<file path="config.mk">
export PLATFORM = sky130hd
export DESIGN_NAME = row_transform_flat
export DESIGN_NICKNAME = d
export VERILOG_FILES = /design/src/logic/dct_math_pkg.sv /design/src/logic/dct_flow_pkg.sv /design/src/logic/dct_link_if.sv /design/src/logic/row_transform.sv /design/src/flat_wrapper.sv
export VERILOG_INCLUDE_DIRS = /design/src /design/src/include
export SDC_FILE = /design/constraint.sdc
export NUM_CORES = 2
export LEC_CHECK = 0
export BUFFER_PORTS_ARGS = -buffer_cell sky130_fd_sc_hd__buf_4
export CAP_MARGIN = 20
export CORE_MARGIN = 1
export CORE_UTILIZATION = 45
export CTS_CLUSTER_SIZE = 40
export DETAILED_ROUTE_END_ITERATION = 10
export GPL_ROUTABILITY_DRIVEN = 0
export GPL_TIMING_DRIVEN = 0
export MAX_ROUTING_LAYER = met4
export PLACE_DENSITY_LB_ADDON = 0.2
export SYNTH_ARGS = -nofsm -noshare
export SYNTH_HDL_FRONTEND = slang
export SYNTH_SLANG_ARGS = --single-unit
</file>
<file path="constraint.sdc">
create_clock -name clk -period 12.5 [get_ports clk]
set_input_delay 1.875 -clock clk [delete_from_list [all_inputs] [get_ports clk]]
set_output_delay 1.875 -clock clk [all_outputs]
set_load 0.01 [all_outputs]
</file>
<file path="src/include/dct_params.svh">
`ifndef DCT_PARAMS_SVH
`define DCT_PARAMS_SVH

// Pixel and block geometry
`define DCT_PIX_W        8
`define DCT_N            8

// Fixed point scaling of the cosine table and of both rounding steps
`define DCT_COEF_FRAC    14
`define DCT_ROW_DROP     12
`define DCT_COL_DROP     16
`define DCT_OUT_W        11

// Flow control limits
`define DCT_IN_CREDITS   8
`define DCT_OUT_CREDITS  8
`define DCT_BANKS        2

`endif

</file>
<file path="src/logic/dct_math_pkg.sv">
`default_nettype none

`include "dct_params.svh"

package dct_math_pkg;

    typedef logic [`DCT_PIX_W-1:0]                         pixel_t;
    typedef logic signed [`DCT_COEF_FRAC+1:0]              coef_t;
    typedef logic signed [24:0]                            row_acc_t;
    typedef logic signed [$bits(row_acc_t)-`DCT_ROW_DROP-1:0] row_val_t;
    typedef logic signed [31:0]                            col_acc_t;
    typedef logic signed [`DCT_OUT_W-1:0]                  dct_out_t;
    typedef row_val_t [`DCT_N-1:0]                         row_vec_t;
    // Element v*N+u holds vertical frequency v, horizontal frequency u
    typedef dct_out_t [`DCT_N*`DCT_N-1:0]                  block_t;

    // C[k][n], scaled by 2^14 and halved
    function automatic coef_t dct_coef(input logic [2:0] k, input logic [2:0] n);
        logic [4:0] m;
        logic [4:0] f;
        coef_t      mag;
        // Angle in units of pi/16, folded into the first half turn
        m = {1'b0, n, 1'b1} * {2'b00, k};
        f = (m > 5'd16) ? 5'd0 - m : m;
        case ((f > 5'd8) ? 5'd16 - f : f)
            5'd1:    mag = coef_t'(8035);
            5'd2:    mag = coef_t'(7568);
            5'd3:    mag = coef_t'(6811);
            5'd4:    mag = coef_t'(5793);
            5'd5:    mag = coef_t'(4551);
            5'd6:    mag = coef_t'(3135);
            5'd7:    mag = coef_t'(1598);
            default: mag = '0;
        endcase
        if (k == 3'd0) begin
            return coef_t'(5793);
        end
        return (f > 5'd8) ? -mag : mag;
    endfunction

endpackage

`default_nettype wire

</file>
<file path="src/logic/dct_flow_pkg.sv">
`default_nettype none

`include "dct_params.svh"

package dct_flow_pkg;

    // Row or column inside a block
    typedef logic [$clog2(`DCT_N)-1:0]          idx_t;

    // Raster position inside a block
    typedef logic [$clog2(`DCT_N*`DCT_N)-1:0]   pos_t;

    // Sized to hold the full credit limit
    typedef logic [$clog2(`DCT_IN_CREDITS):0]   credit_t;

    typedef logic [$clog2(`DCT_BANKS):0]        bank_cnt_t;

endpackage

`default_nettype wire

</file>
<file path="src/logic/dct_link_if.sv">
`default_nettype none

interface dct_link_if;
    import dct_math_pkg::*;
    import dct_flow_pkg::*;

    // Row vectors from the row pass
    logic      row_valid;
    row_vec_t  row_vec;
    idx_t      row_idx;

    // Block admission handshake
    logic      block_open;
    logic      block_start;

    // Finished blocks into the output buffer
    logic      blk_valid;
    block_t    blk_data;
    bank_cnt_t free_banks;

    modport row_src (
        output row_valid, row_vec, row_idx, block_start,
        input  block_open
    );

    modport row_dst (
        input  row_valid, row_vec, row_idx, block_start,
        output block_open
    );

    modport blk_src (
        output blk_valid, blk_data,
        input  free_banks
    );

    modport blk_dst (
        input  blk_valid, blk_data,
        output free_banks
    );

endinterface

`default_nettype wire

</file>
<file path="src/logic/row_transform.sv">
`default_nettype none

`include "dct_params.svh"

module row_transform (
    input  logic                 clk,
    input  logic                 rst,
    input  logic                 pix_valid,
    input  dct_math_pkg::pixel_t pix_data,
    output logic                 pix_credit,
    dct_link_if.row_src          lnk
);
    import dct_math_pkg::*;
    import dct_flow_pkg::*;

    credit_t                       credits_out;
    pos_t                          grant_pos;
    logic                          blk_active;
    logic                          grant;
    idx_t                          col;
    idx_t                          row;
    idx_t                          done_row;
    logic                          row_done;
    logic signed [`DCT_PIX_W-1:0]  shifted;
    row_acc_t                      prod [`DCT_N];
    row_acc_t                      acc  [`DCT_N];

    // A new block may start once every credit of the current one is granted
    assign lnk.block_start = !blk_active && lnk.block_open;
    assign grant = (blk_active || lnk.block_start) && (credits_out < `DCT_IN_CREDITS);

    // Subtracting 128 only flips the pixel MSB
    assign shifted = {~pix_data[`DCT_PIX_W-1], pix_data[`DCT_PIX_W-2:0]};

    always_comb begin
        for (int k = 0; k < `DCT_N; k++) begin
            prod[k] = shifted * dct_coef(idx_t'(k), col);
        end
    end

    always_ff @(posedge clk or posedge rst) begin
        if (rst) begin
            pix_credit  <= 1'b0;
            credits_out <= '0;
            grant_pos   <= '0;
            blk_active  <= 1'b0;
        end else begin
            pix_credit  <= grant;
            credits_out <= credits_out + credit_t'(grant) - credit_t'(pix_valid);
            if (grant) begin
                grant_pos  <= grant_pos + 1'b1;
                blk_active <= (grant_pos != pos_t'(`DCT_N*`DCT_N-1));
            end else if (lnk.block_start) begin
                blk_active <= 1'b1;
            end
        end
    end

    // Position of the next pixel to arrive
    always_ff @(posedge clk or posedge rst) begin
        if (rst) begin
            col      <= '0;
            row      <= '0;
            row_done <= 1'b0;
        end else begin
            row_done <= pix_valid && (col == idx_t'(`DCT_N-1));
            if (pix_valid) begin
                col <= col + 1'b1;
                if (col == idx_t'(`DCT_N-1)) begin
                    row <= row + 1'b1;
                end
            end
        end
    end

    // Eight running sums, restarted at column 0, then rounded
    always_ff @(posedge clk) begin
        if (pix_valid) begin
            for (int k = 0; k < `DCT_N; k++) begin
                acc[k] <= (col == '0) ? prod[k] : acc[k] + prod[k];
            end
            if (col == idx_t'(`DCT_N-1)) begin
                done_row <= row;
            end
        end
        if (row_done) begin
            for (int k = 0; k < `DCT_N; k++) begin
                lnk.row_vec[k] <= acc[k][$bits(row_acc_t)-1:`DCT_ROW_DROP]
                                  + acc[k][`DCT_ROW_DROP-1];
            end
            lnk.row_idx <= done_row;
        end
    end

    always_ff @(posedge clk or posedge rst) begin
        if (rst) begin
            lnk.row_valid <= 1'b0;
        end else begin
            lnk.row_valid <= row_done;
        end
    end

    // Source must hold a credit for every pixel
    assert property (@(posedge clk) disable iff (rst) pix_valid |-> credits_out != '0)
        else $error("pixel received without an outstanding credit");

endmodule

`default_nettype wire

</file>
<file path="src/flat_wrapper.sv">
// flat-port wrapper written by rule: the top's interface ports become plain ports
module row_transform_flat import dct_math_pkg::*; import dct_flow_pkg::*;
  (clk, rst, pix_valid, pix_data, pix_credit, lnk_row_valid, lnk_row_vec, lnk_row_idx, lnk_block_start, lnk_block_open);
  dct_link_if lnk_i ();
  input  logic clk;
  input  logic rst;
  input  logic pix_valid;
  input  dct_math_pkg::pixel_t pix_data;
  output logic pix_credit;
  output wire logic [$bits(lnk_i.row_valid)-1:0] lnk_row_valid;
  output wire logic [$bits(lnk_i.row_vec)-1:0] lnk_row_vec;
  output wire logic [$bits(lnk_i.row_idx)-1:0] lnk_row_idx;
  output wire logic [$bits(lnk_i.block_start)-1:0] lnk_block_start;
  input wire logic [$bits(lnk_i.block_open)-1:0] lnk_block_open;
  assign lnk_row_valid = lnk_i.row_valid;
  assign lnk_row_vec = lnk_i.row_vec;
  assign lnk_row_idx = lnk_i.row_idx;
  assign lnk_block_start = lnk_i.block_start;
  assign lnk_i.block_open = lnk_block_open;
  row_transform u_core (.clk(clk), .rst(rst), .pix_valid(pix_valid), .pix_data(pix_data), .pix_credit(pix_credit), .lnk(lnk_i));
endmodule
</file>
==> results.yml <==
clocking:
  cts.path.max_buffers: 3
  clk_pin_slew_ns: 0.06
  h-tree-depth: 2
  clk_root_buffer_cell: "clkbuf_16"
  cts.repair.resized: 0
  cts_hold_buf: 0
  cts.sinks: 330
  cts_tree: "done"
  numCtsBuffers: 46
  clk_latency_ns: 0.63
  cts_setup_buffers: 0
die:
  core_um2: 120000
  dieArea_um2: 122000
  die_h_um: 349
  die_w_um: 349
  rows: 127
  boundaryPins: 122
  start_util: 0.453
logic_synthesis:
  postSynthCellCount: 5873
  yosysSeqAreaShare: 0.181
  synth.distinct_cells: 78
  async_flop_share: 0.0606
  synth.cell_area_um2: 54300
  synth_seq_cells: 330
  synthFlopType: "edfxtp_1"
  ys_warn_count: 0
  syn_avg_cell_area_um2: 9.24
  synth_edf_count: 310
timing:
  fin_crit_ns: 10.71
  tns_ns: 0
  final_max_slew_viol_count: 0
  rsz0062_at_grt: "no"
  finalHoldViolations: 0
  fin_crit_sh: 0.857
  slew_headroom: 0.194
  timing.fmax_mhz: 93.4
  worstMarginPinSlew_ns: 1.21
  fin_skew_ns: 0.0231
  setup_viol: 0
routing:
  drt_iter0_markers: 2892
  firstDrtPassIters: 5
  wl_met3_um: 10100
  wl_met2_um: 67800
  ant_nets: 0
  via_per_inst: 5.37
  met1_length_um: 65900
  wire_per_inst_um: 19.4
  routed_wl_um: 149000
  top_layer: "met4"
  vias: 41500
  drc: 0
hold_path:
  hp-class: "reg -> reg"
  min-delay-start: "u_core.done_row[0]"
  whs_path_depth: 0
  worstHoldEndpoint: "u_core.lnk.row_idx[0]"
final_layout:
  antenna_cells: 0
  nFillCells: 11500
  utilization: 0.494
  area_delta_synth_final_pct: 8.97
  fin_nets: 7452
  drive_gt1_frac: 0.0478
global_routing:
  grt_pass1_vias: 42100
  grt_max_degree: 79
  track_usage: 0.257
  grt_first_pass_wirelength_um: 236000
  overflow: 0
  antenna_found_initial: 4
worst_setup_path:
  rr_worst_depth: 34
  arrival_ns: 11.10
  endpoint_kind: "flip-flop"
  cp-start-kind: "flip-flop"
  r2r_slack_ns: 1.79
  worstSetupPathType: "reg -> reg"
  cp_common_cell: "inv_1"
  r2r-end: "u_core.acc[1][22]"
  cp_max_fo: 10
  r2r_start: "u_core.col[0]"
  crit_required_ns: 12.88
  cp_slowest_cell: "clkbuf_1"
  max_stage_delay_ns: 0.69
run_status:
  outcome: "completed"
run:
  cap_violations: 0
placement:
  place_hpwl_um: 120000
  portBuffers: 121
==> kinds of logic (layout without fill, tap and decap cells) <==
logic type	after synthesis	in the layout	share of synthesized area
compound gates	1132	1132	0.132
xor+xnor	428	428	0.0690
fa+ha+maj	1371	1371	0.413
buf+inv	1194	1421	0.0826
flops	330	330	0.181
mux	33	33	0.00666
other cells	2	9	0.000138
simple gates	1383	1383	0.117
==> registers in the layout, summed over array words and instances (netlist names), 3 cells and up <==
signal,cells
u_core.row,3
u_core.lnk.row_idx,3
u_core.credits_out,4
u_core.lnk.row_vec,104
u_core.grant_pos,6
u_core.col,3
u_core.done_row,3
u_core.acc,200
==> cell type report <==
| cell class | instances | area [µm²] | area share |
|---|---|---|---|
| Tap cell | 1612 | 2020 | 0.0341 |
| Clock inverter | 22 | 239 | 0.00404 |
| Clock buffer | 63 | 1270 | 0.0214 |
| Multi-Input combinational cell | 4356 | 40000 | 0.677 |
| Inverter | 1052 | 3950 | 0.0667 |
| Buffer | 142 | 549 | 0.00928 |
| Sequential cell | 330 | 9810 | 0.166 |
| Timing Repair Buffer | 142 | 1300 | 0.0220 |
==> synth_stat cells, types with 55 or more instances <==
cell type,number,area share
a21o_1,148,0.020
a21oi_1,342,0.032
and2_1,99,0.011
clkbuf_1,120,0.0083
edfxtp_1,310,0.17
fa_1,699,0.26
ha_1,671,0.15
inv_1,1049,0.073
nand2_1,389,0.027
nand2b_1,57,0.0066
nand3_1,55,0.0051
nor2_1,508,0.035
nor2b_1,67,0.0077
nor3_1,62,0.0057
o21ai_0,259,0.024
xnor2_1,314,0.051
xor2_1,114,0.018
==> worst max-delay path, delay by kind of cell, from the launching register on <==
family	cells	cell delay, ns
AOI/OAI and AO/OA	10	2.61
adders and majority gates	8	3.17
xor gates and xnor gates	1	0.22
DFF	1	0.40
buffers and inverters	10	3.26
and+or+nand+nor	4	0.65
muxes	1	0.09
==> metrics by stage <==
step / hold WS, ns / instance area [µm²] / setup WS [ns] / instances
finish: 0.417 / 59200 / 1.79 / 7719
global route: 0.421 / 59200 / 1.15 / 7719
CTS: 0.419 / 59100 / 1.85 / 7715
detailed placement: 0.407 / 57600 / 1.48 / 7630
global placement: 0.402 / 57200 / 1.11 / 7613
floorplan: 0.400 / 54300 / 3.55 / 5880
==> layout by cell type (no fill, tap or decap), types with 35 or more instances in the layout <==
cell and n:
a211oi_1 40, a21boi_0 35, a21o_1 148, a21oi_1 342, and2_1 99, buf_4 120
clkbuf_1 123, clkbuf_16 47, edfxtp_1 310, fa_1 699, ha_1 671, inv_1 1049
nand2_1 389, nand2b_1 57, nand3_1 55, nor2_1 508, nor2b_1 67, nor3_1 62
o21a_1 53, o21ai_0 259, o21bai_1 53, xnor2_1 314, xor2_1 114
==> per-layer routing <==
metal  vias up  global-route usage
met1     20300               0.339
met3       229              0.0411
met5         -                   -
met2      1145               0.405
met4         0              0.0839
li1      19800                   -
==> how the worst max path moves through the flow <==
stage | from | end | slack, ns | depth (start not counted)
CTS | u_core.col[0] | u_core.acc[1][22] | 1.85 | 34
finish | u_core.col[0] | u_core.acc[1][22] | 1.79 | 34
global route | u_core.col[2] | u_core.acc[1][97] | 1.15 | 33
floorplan | u_core.col[0] | u_core.acc[1][97] | 3.55 | 36
global placement | pix_data[7] | u_core.acc[1][97] | 1.11 | 29
detailed placement | pix_data[7] | u_core.acc[1][97] | 1.48 | 29
Power is not shown: default switching activity piles up to over one toggle a cycle in this logic, so the estimate is an artifact.
