===== src/include/dct_params.svh =====
`ifndef DCT_PARAMS_SVH
`define DCT_PARAMS_SVH

// Pixel and block geometry
`define DCT_PIX_W        8
`define DCT_N            8

// Fixed point scaling of the cosine table and of both rounding steps
`define DCT_COEF_FRAC    14
`define DCT_ROW_DROP     12
`define DCT_COL_DROP     16
`define DCT_OUT_W        11

// Flow control limits
`define DCT_IN_CREDITS   8
`define DCT_OUT_CREDITS  8
`define DCT_BANKS        2

`endif


===== src/logic/dct_math_pkg.sv =====
`default_nettype none

`include "dct_params.svh"

package dct_math_pkg;

    typedef logic [`DCT_PIX_W-1:0]                         pixel_t;
    typedef logic signed [`DCT_COEF_FRAC+1:0]              coef_t;
    typedef logic signed [24:0]                            row_acc_t;
    typedef logic signed [$bits(row_acc_t)-`DCT_ROW_DROP-1:0] row_val_t;
    typedef logic signed [31:0]                            col_acc_t;
    typedef logic signed [`DCT_OUT_W-1:0]                  dct_out_t;
    typedef row_val_t [`DCT_N-1:0]                         row_vec_t;
    // Element v*N+u holds vertical frequency v, horizontal frequency u
    typedef dct_out_t [`DCT_N*`DCT_N-1:0]                  block_t;

    // C[k][n], scaled by 2^14 and halved
    function automatic coef_t dct_coef(input logic [2:0] k, input logic [2:0] n);
        logic [4:0] m;
        logic [4:0] f;
        coef_t      mag;
        // Angle in units of pi/16, folded into the first half turn
        m = {1'b0, n, 1'b1} * {2'b00, k};
        f = (m > 5'd16) ? 5'd0 - m : m;
        case ((f > 5'd8) ? 5'd16 - f : f)
            5'd1:    mag = coef_t'(8035);
            5'd2:    mag = coef_t'(7568);
            5'd3:    mag = coef_t'(6811);
            5'd4:    mag = coef_t'(5793);
            5'd5:    mag = coef_t'(4551);
            5'd6:    mag = coef_t'(3135);
            5'd7:    mag = coef_t'(1598);
            default: mag = '0;
        endcase
        if (k == 3'd0) begin
            return coef_t'(5793);
        end
        return (f > 5'd8) ? -mag : mag;
    endfunction

endpackage

`default_nettype wire


===== src/logic/dct_flow_pkg.sv =====
`default_nettype none

`include "dct_params.svh"

package dct_flow_pkg;

    // Row or column inside a block
    typedef logic [$clog2(`DCT_N)-1:0]          idx_t;

    // Raster position inside a block
    typedef logic [$clog2(`DCT_N*`DCT_N)-1:0]   pos_t;

    // Sized to hold the full credit limit
    typedef logic [$clog2(`DCT_IN_CREDITS):0]   credit_t;

    typedef logic [$clog2(`DCT_BANKS):0]        bank_cnt_t;

endpackage

`default_nettype wire


===== src/logic/dct_link_if.sv =====
`default_nettype none

interface dct_link_if;
    import dct_math_pkg::*;
    import dct_flow_pkg::*;

    // Row vectors from the row pass
    logic      row_valid;
    row_vec_t  row_vec;
    idx_t      row_idx;

    // Block admission handshake
    logic      block_open;
    logic      block_start;

    // Finished blocks into the output buffer
    logic      blk_valid;
    block_t    blk_data;
    bank_cnt_t free_banks;

    modport row_src (
        output row_valid, row_vec, row_idx, block_start,
        input  block_open
    );

    modport row_dst (
        input  row_valid, row_vec, row_idx, block_start,
        output block_open
    );

    modport blk_src (
        output blk_valid, blk_data,
        input  free_banks
    );

    modport blk_dst (
        input  blk_valid, blk_data,
        output free_banks
    );

endinterface

`default_nettype wire


===== src/logic/coef_stream_out.sv =====
`default_nettype none

`include "dct_params.svh"

module coef_stream_out (
    input  logic                   clk,
    input  logic                   rst,
    output logic                   coef_valid,
    output dct_math_pkg::dct_out_t coef_data,
    input  logic                   coef_credit,
    dct_link_if.blk_dst            lnk
);
    import dct_math_pkg::*;
    import dct_flow_pkg::*;

    localparam int BANK_W = ($clog2(`DCT_BANKS) > 0) ? $clog2(`DCT_BANKS) : 1;

    block_t            bank [`DCT_BANKS];
    logic [BANK_W-1:0] wr_bank;
    logic [BANK_W-1:0] rd_bank;
    pos_t              rd_pos;
    credit_t           credits;
    logic              send;
    logic              release_bank;

    assign send         = (lnk.free_banks != bank_cnt_t'(`DCT_BANKS)) && (credits != '0);
    assign release_bank = send && (rd_pos == pos_t'(`DCT_N*`DCT_N-1));

    always_ff @(posedge clk) begin
        if (lnk.blk_valid) begin
            bank[wr_bank] <= lnk.blk_data;
        end
        if (send) begin
            coef_data <= bank[rd_bank][rd_pos];
        end
    end

    always_ff @(posedge clk or posedge rst) begin
        if (rst) begin
            coef_valid     <= 1'b0;
            wr_bank        <= '0;
            rd_bank        <= '0;
            rd_pos         <= '0;
            credits        <= '0;
            lnk.free_banks <= bank_cnt_t'(`DCT_BANKS);
        end else begin
            coef_valid <= send;
            if (lnk.blk_valid) begin
                wr_bank <= (wr_bank == BANK_W'(`DCT_BANKS-1)) ? '0 : wr_bank + 1'b1;
            end
            if (send) begin
                rd_pos <= rd_pos + 1'b1;
            end
            if (release_bank) begin
                rd_bank <= (rd_bank == BANK_W'(`DCT_BANKS-1)) ? '0 : rd_bank + 1'b1;
            end
            lnk.free_banks <= lnk.free_banks - bank_cnt_t'(lnk.blk_valid)
                              + bank_cnt_t'(release_bank);
            // Saturates at the limit
            if (coef_credit && !send && credits != credit_t'(`DCT_OUT_CREDITS)) begin
                credits <= credits + 1'b1;
            end else if (send && !coef_credit) begin
                credits <= credits - 1'b1;
            end
        end
    end

    assert property (@(posedge clk) disable iff (rst) lnk.blk_valid |-> lnk.free_banks != '0)
        else $error("block written with no free bank");

    assert property (@(posedge clk) disable iff (rst)
        coef_credit && !send |-> credits != credit_t'(`DCT_OUT_CREDITS))
        else $error("sink granted more output credits than the limit");

endmodule

`default_nettype wire


===== src/flat_wrapper.sv =====
// flat-port wrapper written by rule: the top's interface ports become plain ports
module coef_stream_out_flat import dct_math_pkg::*; import dct_flow_pkg::*;
  (clk, rst, coef_valid, coef_data, coef_credit, lnk_blk_valid, lnk_blk_data, lnk_free_banks);
  dct_link_if lnk_i ();
  input  logic clk;
  input  logic rst;
  output logic coef_valid;
  output dct_math_pkg::dct_out_t coef_data;
  input  logic coef_credit;
  input wire logic [$bits(lnk_i.blk_valid)-1:0] lnk_blk_valid;
  input wire logic [$bits(lnk_i.blk_data)-1:0] lnk_blk_data;
  output wire logic [$bits(lnk_i.free_banks)-1:0] lnk_free_banks;
  assign lnk_i.blk_valid = lnk_blk_valid;
  assign lnk_i.blk_data = lnk_blk_data;
  assign lnk_free_banks = lnk_i.free_banks;
  coef_stream_out u_core (.clk(clk), .rst(rst), .coef_valid(coef_valid), .coef_data(coef_data), .coef_credit(coef_credit), .lnk(lnk_i));
endmodule

===== config.mk =====
export PLATFORM = sky130hd
export DESIGN_NAME = coef_stream_out_flat
export DESIGN_NICKNAME = d
export VERILOG_FILES = /design/src/logic/dct_math_pkg.sv /design/src/logic/dct_flow_pkg.sv /design/src/logic/dct_link_if.sv /design/src/logic/coef_stream_out.sv /design/src/flat_wrapper.sv
export VERILOG_INCLUDE_DIRS = /design/src /design/src/include
export SDC_FILE = /design/constraint.sdc
export NUM_CORES = 1
export LEC_CHECK = 0
export BUFFER_PORTS_ARGS = -buffer_cell sky130_fd_sc_hd__buf_4
export CAP_MARGIN = 20
export CORE_UTILIZATION = 33
export DETAILED_ROUTE_END_ITERATION = 12
export PLACE_DENSITY = 0.55
export SYNTH_ARGS = -nofsm -noshare
export SYNTH_HDL_FRONTEND = slang
export SYNTH_SLANG_ARGS = --single-unit

===== constraint.sdc =====
create_clock -name clk -period 61.2 [get_ports clk]
set_clock_uncertainty 0.2 [all_clocks]
set_input_delay 0 -clock clk [delete_from_list [all_inputs] [get_ports clk]]
set_output_delay 0 -clock clk [all_outputs]
set_load 0.01 [all_outputs]

==> results of run 1 <==
[stage by stage]
stage	util [%]	hold WS [ns]
3_5_place_dp	37.97	-0.05389
3_3_place_gp	37.95	-0.04931
2_1_floorplan	-	-0.2992
[cells by family after synthesis]
family,share of synthesized area (%)
compound gates,4.508
xor+xnor,0.1749
fa+ha+maj,0.1499
buf+inv,1.846
flops,78.02
mux,14.19
simple gates,1.111
==> flow_summary.yaml, run 1 <==
yosys:
  ys.flop_type: "edfxtp_1"
  yosysTopAreaCell: "edfxtp_1"
  syn_area_per_cell_um2: 21.59
  ys_seq_elements: 1434
  synth.most_common_cell: "edfxtp_1"
  synth.top_cell.area_share_pct: 77.34
  synth-edff-count: 1419
  syn-instance-count: 2552
  synth_commonest_cells: "edfxtp_1 (1419), mux4_2 (237), mux2i_1 (220)"
  syn_nets: 3266
  yosysSeqAreaShare_pct: 78.02
  synth_warnings: 0
  synth_area_um2: 55100
  ys_types: 51
  synth_area_leaders: "edfxtp_1 (77%), mux4_2 (9.7%), mux2i_1 (4.0%)"
  synth_async_sr_flop_share_pct: 1.046
cts:
  hold_buffers: 1128
  cts-resized-gates: 0
  cts_made_buffers: 157
  post_cts_buffers: 0
  h-tree-depth: 4
  clock_sinks: 1434
  ctsRootBufferMaster: "clkbuf_16"
  clockBufferDepth: 3
placed_design:
  gp_congestion: 0.7726
  io_buffers: 721
  post-place-ws_ns: 56.16
  hpwl_mm: 119.2
  place_area_um2: 62790
  dp_cells: 5357
status:
  status: "aborted with a tool error"
  firstError: "[ERROR RSZ-0060] Max buffer count reached."
  flow.stopped_at: "clock tree synthesis"
floorplanning:
  start_util_pct: 33.32
  rows: 149
  num_io_pins: 722
  die_x_um: 410.6
  fp.dieH_um: 410.6
==> inputs of run 2 (changes only) <==
Settings changed: CORE_UTILIZATION 33 to 20, PLACE_DENSITY 0.55 to unset, PLACE_DENSITY_LB_ADDON set to 0.15.
==> run 2 against run 1 <==
The flow now finishes without violations. Area after synthesis unchanged. Synthesized cell count unchanged.
==> flow_summary.yaml, run 2 <==
detailed_routing:
  wl_per_cell_um: 24.43
  post_drt_via_cell_ratio: 4.018
  drtIter0Drc: 2000
  drtAntennaViolNets: 0
  firstDrtPassIters: 7
  wl_mm: 209.1
  via_count: 34390
  drc_errors: 0
yosys:
  synth_area_um2: 55100
  synth_area_leaders: "edfxtp_1 (77%), mux4_2 (9.7%), mux2i_1 (4.0%)"
  synth.most_common_cell: "edfxtp_1"
  ys_types: 51
  synth_commonest_cells: "edfxtp_1 (1419), mux4_2 (237), mux2i_1 (220)"
  synth-edff-count: 1419
  yosysTopAreaCell: "edfxtp_1"
  synth_async_sr_flop_share_pct: 1.046
  synth_warnings: 0
  synth.top_cell.area_share_pct: 77.34
  syn-instance-count: 2552
  yosysSeqAreaShare_pct: 78.02
  ys_seq_elements: 1434
  syn_nets: 3266
  ys.flop_type: "edfxtp_1"
  syn_area_per_cell_um2: 21.59
pwr:
  clkPwrFrac_pct: 29.7
  ir_worst_vdd_mv: 0.02762
  p_switching_mw: 1.130
  leakage_nw: 29.24
  cellPowerDensity_nw_per_um2: 40.70
  p_int_mw: 2.315
  p_sw_share_pct: 32.80
  combPwrFrac_pct: 30.1
  sequentialPowerShare_pct: 40.2
setup_path:
  crit_buf_inv: 4
  crit_family: "buffers and inverters"
  r2r_start: "u_core.rd_pos[0]"
  slowest_stage: "buf_4"
  cp-end-kind: "flip-flop"
  r2r_end: "u_core.coef_data[1]"
  critPathRequiredTime_ns: 61.58
  cp_max_fo: 62
  startpoint: "u_core.rd_pos[0]"
  criticalPathCategory: "reg -> reg"
  worst_path_most_repeated_cell: "buf_4"
  ff2ff_path_depth: 8
  start_kind: "flip-flop"
  cpPeakStageDelay_ns: 0.84
  r2r_slack_ns: 55.47
  crit_chain: "buf_12 -> buf_4 -> buf_4 -> buf_4 -> mux4_2 -> a22oi_1 -> a21oi_1 -> o32a_1"
  arrival_ns: 6.11
global_route:
  use_met3_pct: 3.737
  grt_overflow: 0
  antenna_found_initial: 150
  grt_util_met1_pct: 19.62
  grt.total_usage_pct: 14.77
  grt_pass1_vias: 36680
  use_met2_pct: 24.09
  busiest_layer: "met2"
  grt_max_degree: 159
  grt_pass1_wl_mm: 287.4
layout:
  final_cell_mix: "edfxtp_1 (1419), dlygate4sd3_1 (1414), buf_4 (776)"
  layout.nets: 5502
  mostFrequentLayoutCell: "edfxtp_1"
  drive_above_1_share_pct: 26.83
  syn2layout_area_growth_pct: 53.66
  top_register: "u_core.bank"
  reg.largest.list: "u_core.bank x1408, u_core.coef_data x11, u_core.rd_pos x6"
  design_area_um2: 84660
  largest_register_ff_count: 1408
flow_run:
  cap_violations: 0
floorplanning:
  dieArea_um2: 277600
  core-area_um2: 273900
  start_util_pct: 20.12
  num_io_pins: 722
  fp.dieH_um: 526.9
  die_x_um: 526.9
  rows: 192
status:
  status: "finished clean"
placed_design:
  gp_congestion: 0.7122
  io_buffers: 721
  hpwl_mm: 145.1
  place_area_um2: 64750
timing:
  rsz0062_at_grt: "false"
  hold_violations: 0
  worstMarginPinSlew_ns: 1.359
  slew_viol_final: 0
  setup_violations: 0
  period_share_pct: 9.358
  fin_crit_ns: 5.727
  tns_ns: 0
  worst_slew_margin_rel_pct: 9.370
  max_freq_mhz: 174.6
hold_path:
  min-delay-start: "lnk_blk_data[212]"
  worstHoldPathType: "in -> reg"
  hold_path_end: "u_core.bank[0][212]"
  hold_depth: 3
cts:
  clockBufferDepth: 4
  cts_made_buffers: 181
  clock_latency_ns: 0.88
  cts-resized-gates: 0
  h-tree-depth: 4
  ctsRootBufferMaster: "clkbuf_16"
  clock_sinks: 1434
  cts_tree: "built"
  path_clk_slew_ns: 0.06
==> run 2: cell counts after synthesis <==
Identical to the previous run, type by type.
==> run 2: cell type report <==
cell class / count / area, um^2
fill: 27250 / 189200
sequential: 1434 / 43010
timing repair buffer: 2203 / 20230
multi-input combinational: 959 / 11170
clock buffer: 208 / 4652
tap: 3589 / 4491
clock inverter: 111 / 958.4
antenna: 46 / 115.1
inverter: 9 / 33.78
==> run 2: cell families after synthesis <==
| kind of cell | count (synthesis) | synth area share, % |
|---|---|---|
| simple gates | 130 | 1.111 |
| compound gates | 337 | 4.508 |
| buf+inv | 159 | 1.846 |
| mux | 475 | 14.19 |
| xor+xnor | 11 | 0.1749 |
| flops | 1434 | 78.02 |
| fa+ha+maj | 6 | 0.1499 |
==> run 2: power groups by stage <==
stage | combinational, mW | clock (mW) | sequential, mW
floorplan | 0.565 | 0 | 1.58
global placement | 0.999 | 0 | 1.41
detailed placement | 1.00 | 0 | 1.41
CTS | 1.09 | 1.06 | 1.39
global route | 1.11 | 1.09 | 1.40
finish | 1.04 | 1.02 | 1.38
==> run 2: metrics by stage <==
| step | utilization, % | total power, mW | worst slack (ns) | hold slack [ns] | cells |
|---|---|---|---|---|---|
| after global placement | 23.60 | 2.407 | 55.26 | -0.05059 | 6767 |
| after floorplan | - | 2.141 | 27.77 | -0.2992 | 2552 |
| after detailed placement | 23.64 | 2.412 | 55.28 | -0.04628 | 6777 |
| final | 30.91 | 3.445 | 55.47 | 0.1918 | 8559 |
| after CTS | 30.86 | 3.533 | 55.22 | 0.09787 | 8510 |
| after global routing | 30.89 | 3.610 | 54.93 | 0.1527 | 8532 |
==> run 2: layer usage <==
layer	up-vias	wire (um)
met4	90	4658
li1	15340	-
met3	388	12870
met5	-	540
met1	17580	92840
met2	1001	98200
==> run 2: timing repair <==
action	4_1_cts	5_1_grt
setup endpoints to repair	0	0
endpoints found under the hold margin	1660	0
setup buffers	0	0
hold buffers	1414	0
==> run 2: worst min-delay path, delay by kind of cell <==
kind | cells | cell delay [ns]
buffers and inverters | 3 | 1.15
==> run 2: worst max path at each step <==
| stage | slack, ns | endpoint | cells past startpoint |
|---|---|---|---|
| after global routing | 54.93 | u_core.coef_data[2] | 8 |
| after CTS | 55.22 | u_core.coef_data[2] | 8 |
| after global placement | 55.26 | u_core.coef_data[1] | 8 |
| final | 55.47 | u_core.coef_data[1] | 8 |
| after detailed placement | 55.28 | u_core.coef_data[2] | 8 |
| after floorplan | 27.77 | u_core.bank[0][0] | 1 |
Note: power is estimated with default switching activity, not from simulation.
==> inputs of run 3 (changes only) <==
Clock period 61.2 ns to 5.9 ns, I/O delays scaled along.
==> run 3 against run 2 <==
Worst setup slack got worse by 54 ns. Utilization increased by 0.056 points. Highest routed layer unchanged. Non-clock buffer count increased by 9. Largest power group unchanged. Design area increased by 0.18%. Fmax increased by 31%. Hold slack improved by 0.029 ns. Flip-flop and latch count unchanged.
==> flow_summary.yaml, run 3 (synthesis gave the netlist of run 2 again) <==
detailed_routing:
  drtAntennaViolNets: 0
  wl_mm: 208.0
  via_count: 34300
  firstDrtPassIters: 5
  drc_errors: 0
  wl_per_cell_um: 24.24
  post_drt_via_cell_ratio: 3.998
  drtIter0Drc: 2035
cts:
  ctsRootBufferMaster: "clkbuf_16"
  cts_made_buffers: 177
  clock_latency_ns: 0.85
  clock_sinks: 1434
  h-tree-depth: 4
  path_clk_slew_ns: 0.06
  cts_tree: "built"
  clockBufferDepth: 4
setup_path:
  cp_max_fo: 35
  cpPeakStageDelay_ns: 1.15
  r2r_end: "u_core.coef_data[6]"
  crit_chain: "buf_4 -> inv_2 -> buf_4 -> o22ai_1 -> or3_1 -> a221oi_1 -> o32a_1"
  criticalPathCategory: "reg -> reg"
  worst_path_most_repeated_cell: "buf_4"
  critPathRequiredTime_ns: 6.40
  start_kind: "flip-flop"
  ff2ff_path_depth: 7
  cp-end-kind: "flip-flop"
  r2r_slack_ns: 1.52
  arrival_ns: 4.88
  slowest_stage: "a221oi_1"
  r2r_start: "u_core.rd_bank"
layout:
  final_cell_mix: "edfxtp_1 (1419), dlygate4sd3_1 (1414), buf_4 (777)"
  reg.largest.list: "u_core.bank x1408, u_core.coef_data x11, u_core.rd_pos x6"
  top_register: "u_core.bank"
  drive_above_1_share_pct: 26.83
  largest_register_ff_count: 1408
  design_area_um2: 84810
  mostFrequentLayoutCell: "edfxtp_1"
  syn2layout_area_growth_pct: 53.94
  layout.nets: 5507
  finish.utilization_pct: 30.97
  final_cells: 8581
  seqCellArea_um2: 43010
  multiInputGateArea_um2: 11160
  n_fill_cell: 27200
global_route:
  antenna_found_initial: 178
  grt_overflow: 0
  grt.total_usage_pct: 14.71
  grt_max_degree: 151
  grt_pass1_vias: 37100
  grt_pass1_wl_mm: 286.2
timing:
  period_share_pct: 74.19
  slew_viol_final: 0
  worstMarginPinSlew_ns: 1.431
  layout_setup_ws_ns: 1.523
  fin_crit_ns: 4.377
  hold_violations: 0
  timing.hold.ws_ns: 0.2211
  rsz0062_at_grt: "false"
  tns_ns: 0
  max_freq_mhz: 228.5
  worst_slew_margin_rel_pct: 4.577
  setup_violations: 0
floorplanning:
  num_io_pins: 722
  dieArea_um2: 277600
  fp.dieH_um: 526.9
  start_util_pct: 20.12
  core-area_um2: 273900
  die_x_um: 526.9
  rows: 192
flow_run:
  cap_violations: 0
hold_path:
  worstHoldPathType: "in -> async"
pwr:
  ir_worst_vdd_mv: 0.2709
  cellPowerDensity_nw_per_um2: 421.0
  leakage_nw: 29.27
  p_total_mw: 35.71
placed_design:
  gp_congestion: 0.7167
  hpwl_mm: 146.6
  place_area_um2: 64920
  post-place-ws_ns: 1.573
  io_buffers: 721
  dp_cells: 6789
status:
  status: "finished clean"
run 3: cell types whose count changed in the layout (fill, tap and decap cells not counted), sizes merged:
cell	previous run	this run
clkinvlp	8	5
diode	46	69
buf	789	798
clkbuf	208	213
inv	16	19
bufinv	13	14
clkinv	83	67
run 3: power breakdown:
part	switching [mW]	total, mW	leakage [nW]	internal (mW)
registers	0.784	14.4	13.5	13.6
clock network	4.43	10.6	2.70	6.17
logic	6.50	10.7	13.1	4.22
run 3: per-layer routing:
metal  vias to the layer above  part of all wire [%]  global-route usage [%]
li1                      15390                     -                       -
met1                     17410                    44                   19.07
met2                      1000                    47                   24.20
met3                       400                   6.2                   3.757
met4                       108                   2.5                   3.957
met5                         -                  0.30                       0
run 3: layout make-up:
class                           instances  area share [%]
Inverter                                9         0.03983
Multi-Input combinational cell        959           13.16
Antenna cell                           69          0.2036
Clock buffer                          213           5.407
Sequential cell                      1434           50.71
Timing Repair Buffer                 2212           24.03
Clock inverter                         96           1.155
Tap cell                             3589           5.295
run 3: critical path, delay by kind of cell, from the launching register on:
kind | cells | cell delay [ns]
AOI/OAI and AO/OA | 3 | 1.53
buffers and inverters | 3 | 1.32
DFF | 1 | 0.79
and+or+nand+nor | 1 | 0.32
run 3: worst max-delay path by stage:
stage                startpoint              endpoint  slack, ns  cells past startpoint
3_5_place_dp   u_core.rd_pos[0]   u_core.coef_data[4]       1.57                      6
4_1_cts          u_core.rd_bank  u_core.coef_data[10]       1.55                      5
5_1_grt          u_core.rd_bank  u_core.coef_data[10]       1.48                      5
3_3_place_gp     u_core.rd_bank  u_core.coef_data[10]       1.59                      5
6_report         u_core.rd_bank   u_core.coef_data[6]       1.52                      7
2_1_floorplan    u_core.wr_bank     u_core.bank[0][0]      -5.59                      1
run 3: what timing repair did:
item,4_1_cts,5_1_grt
hold buffers,1414,0
setup buffers,0,0
resized for setup,0,0
endpoints found under the hold margin,1634,0
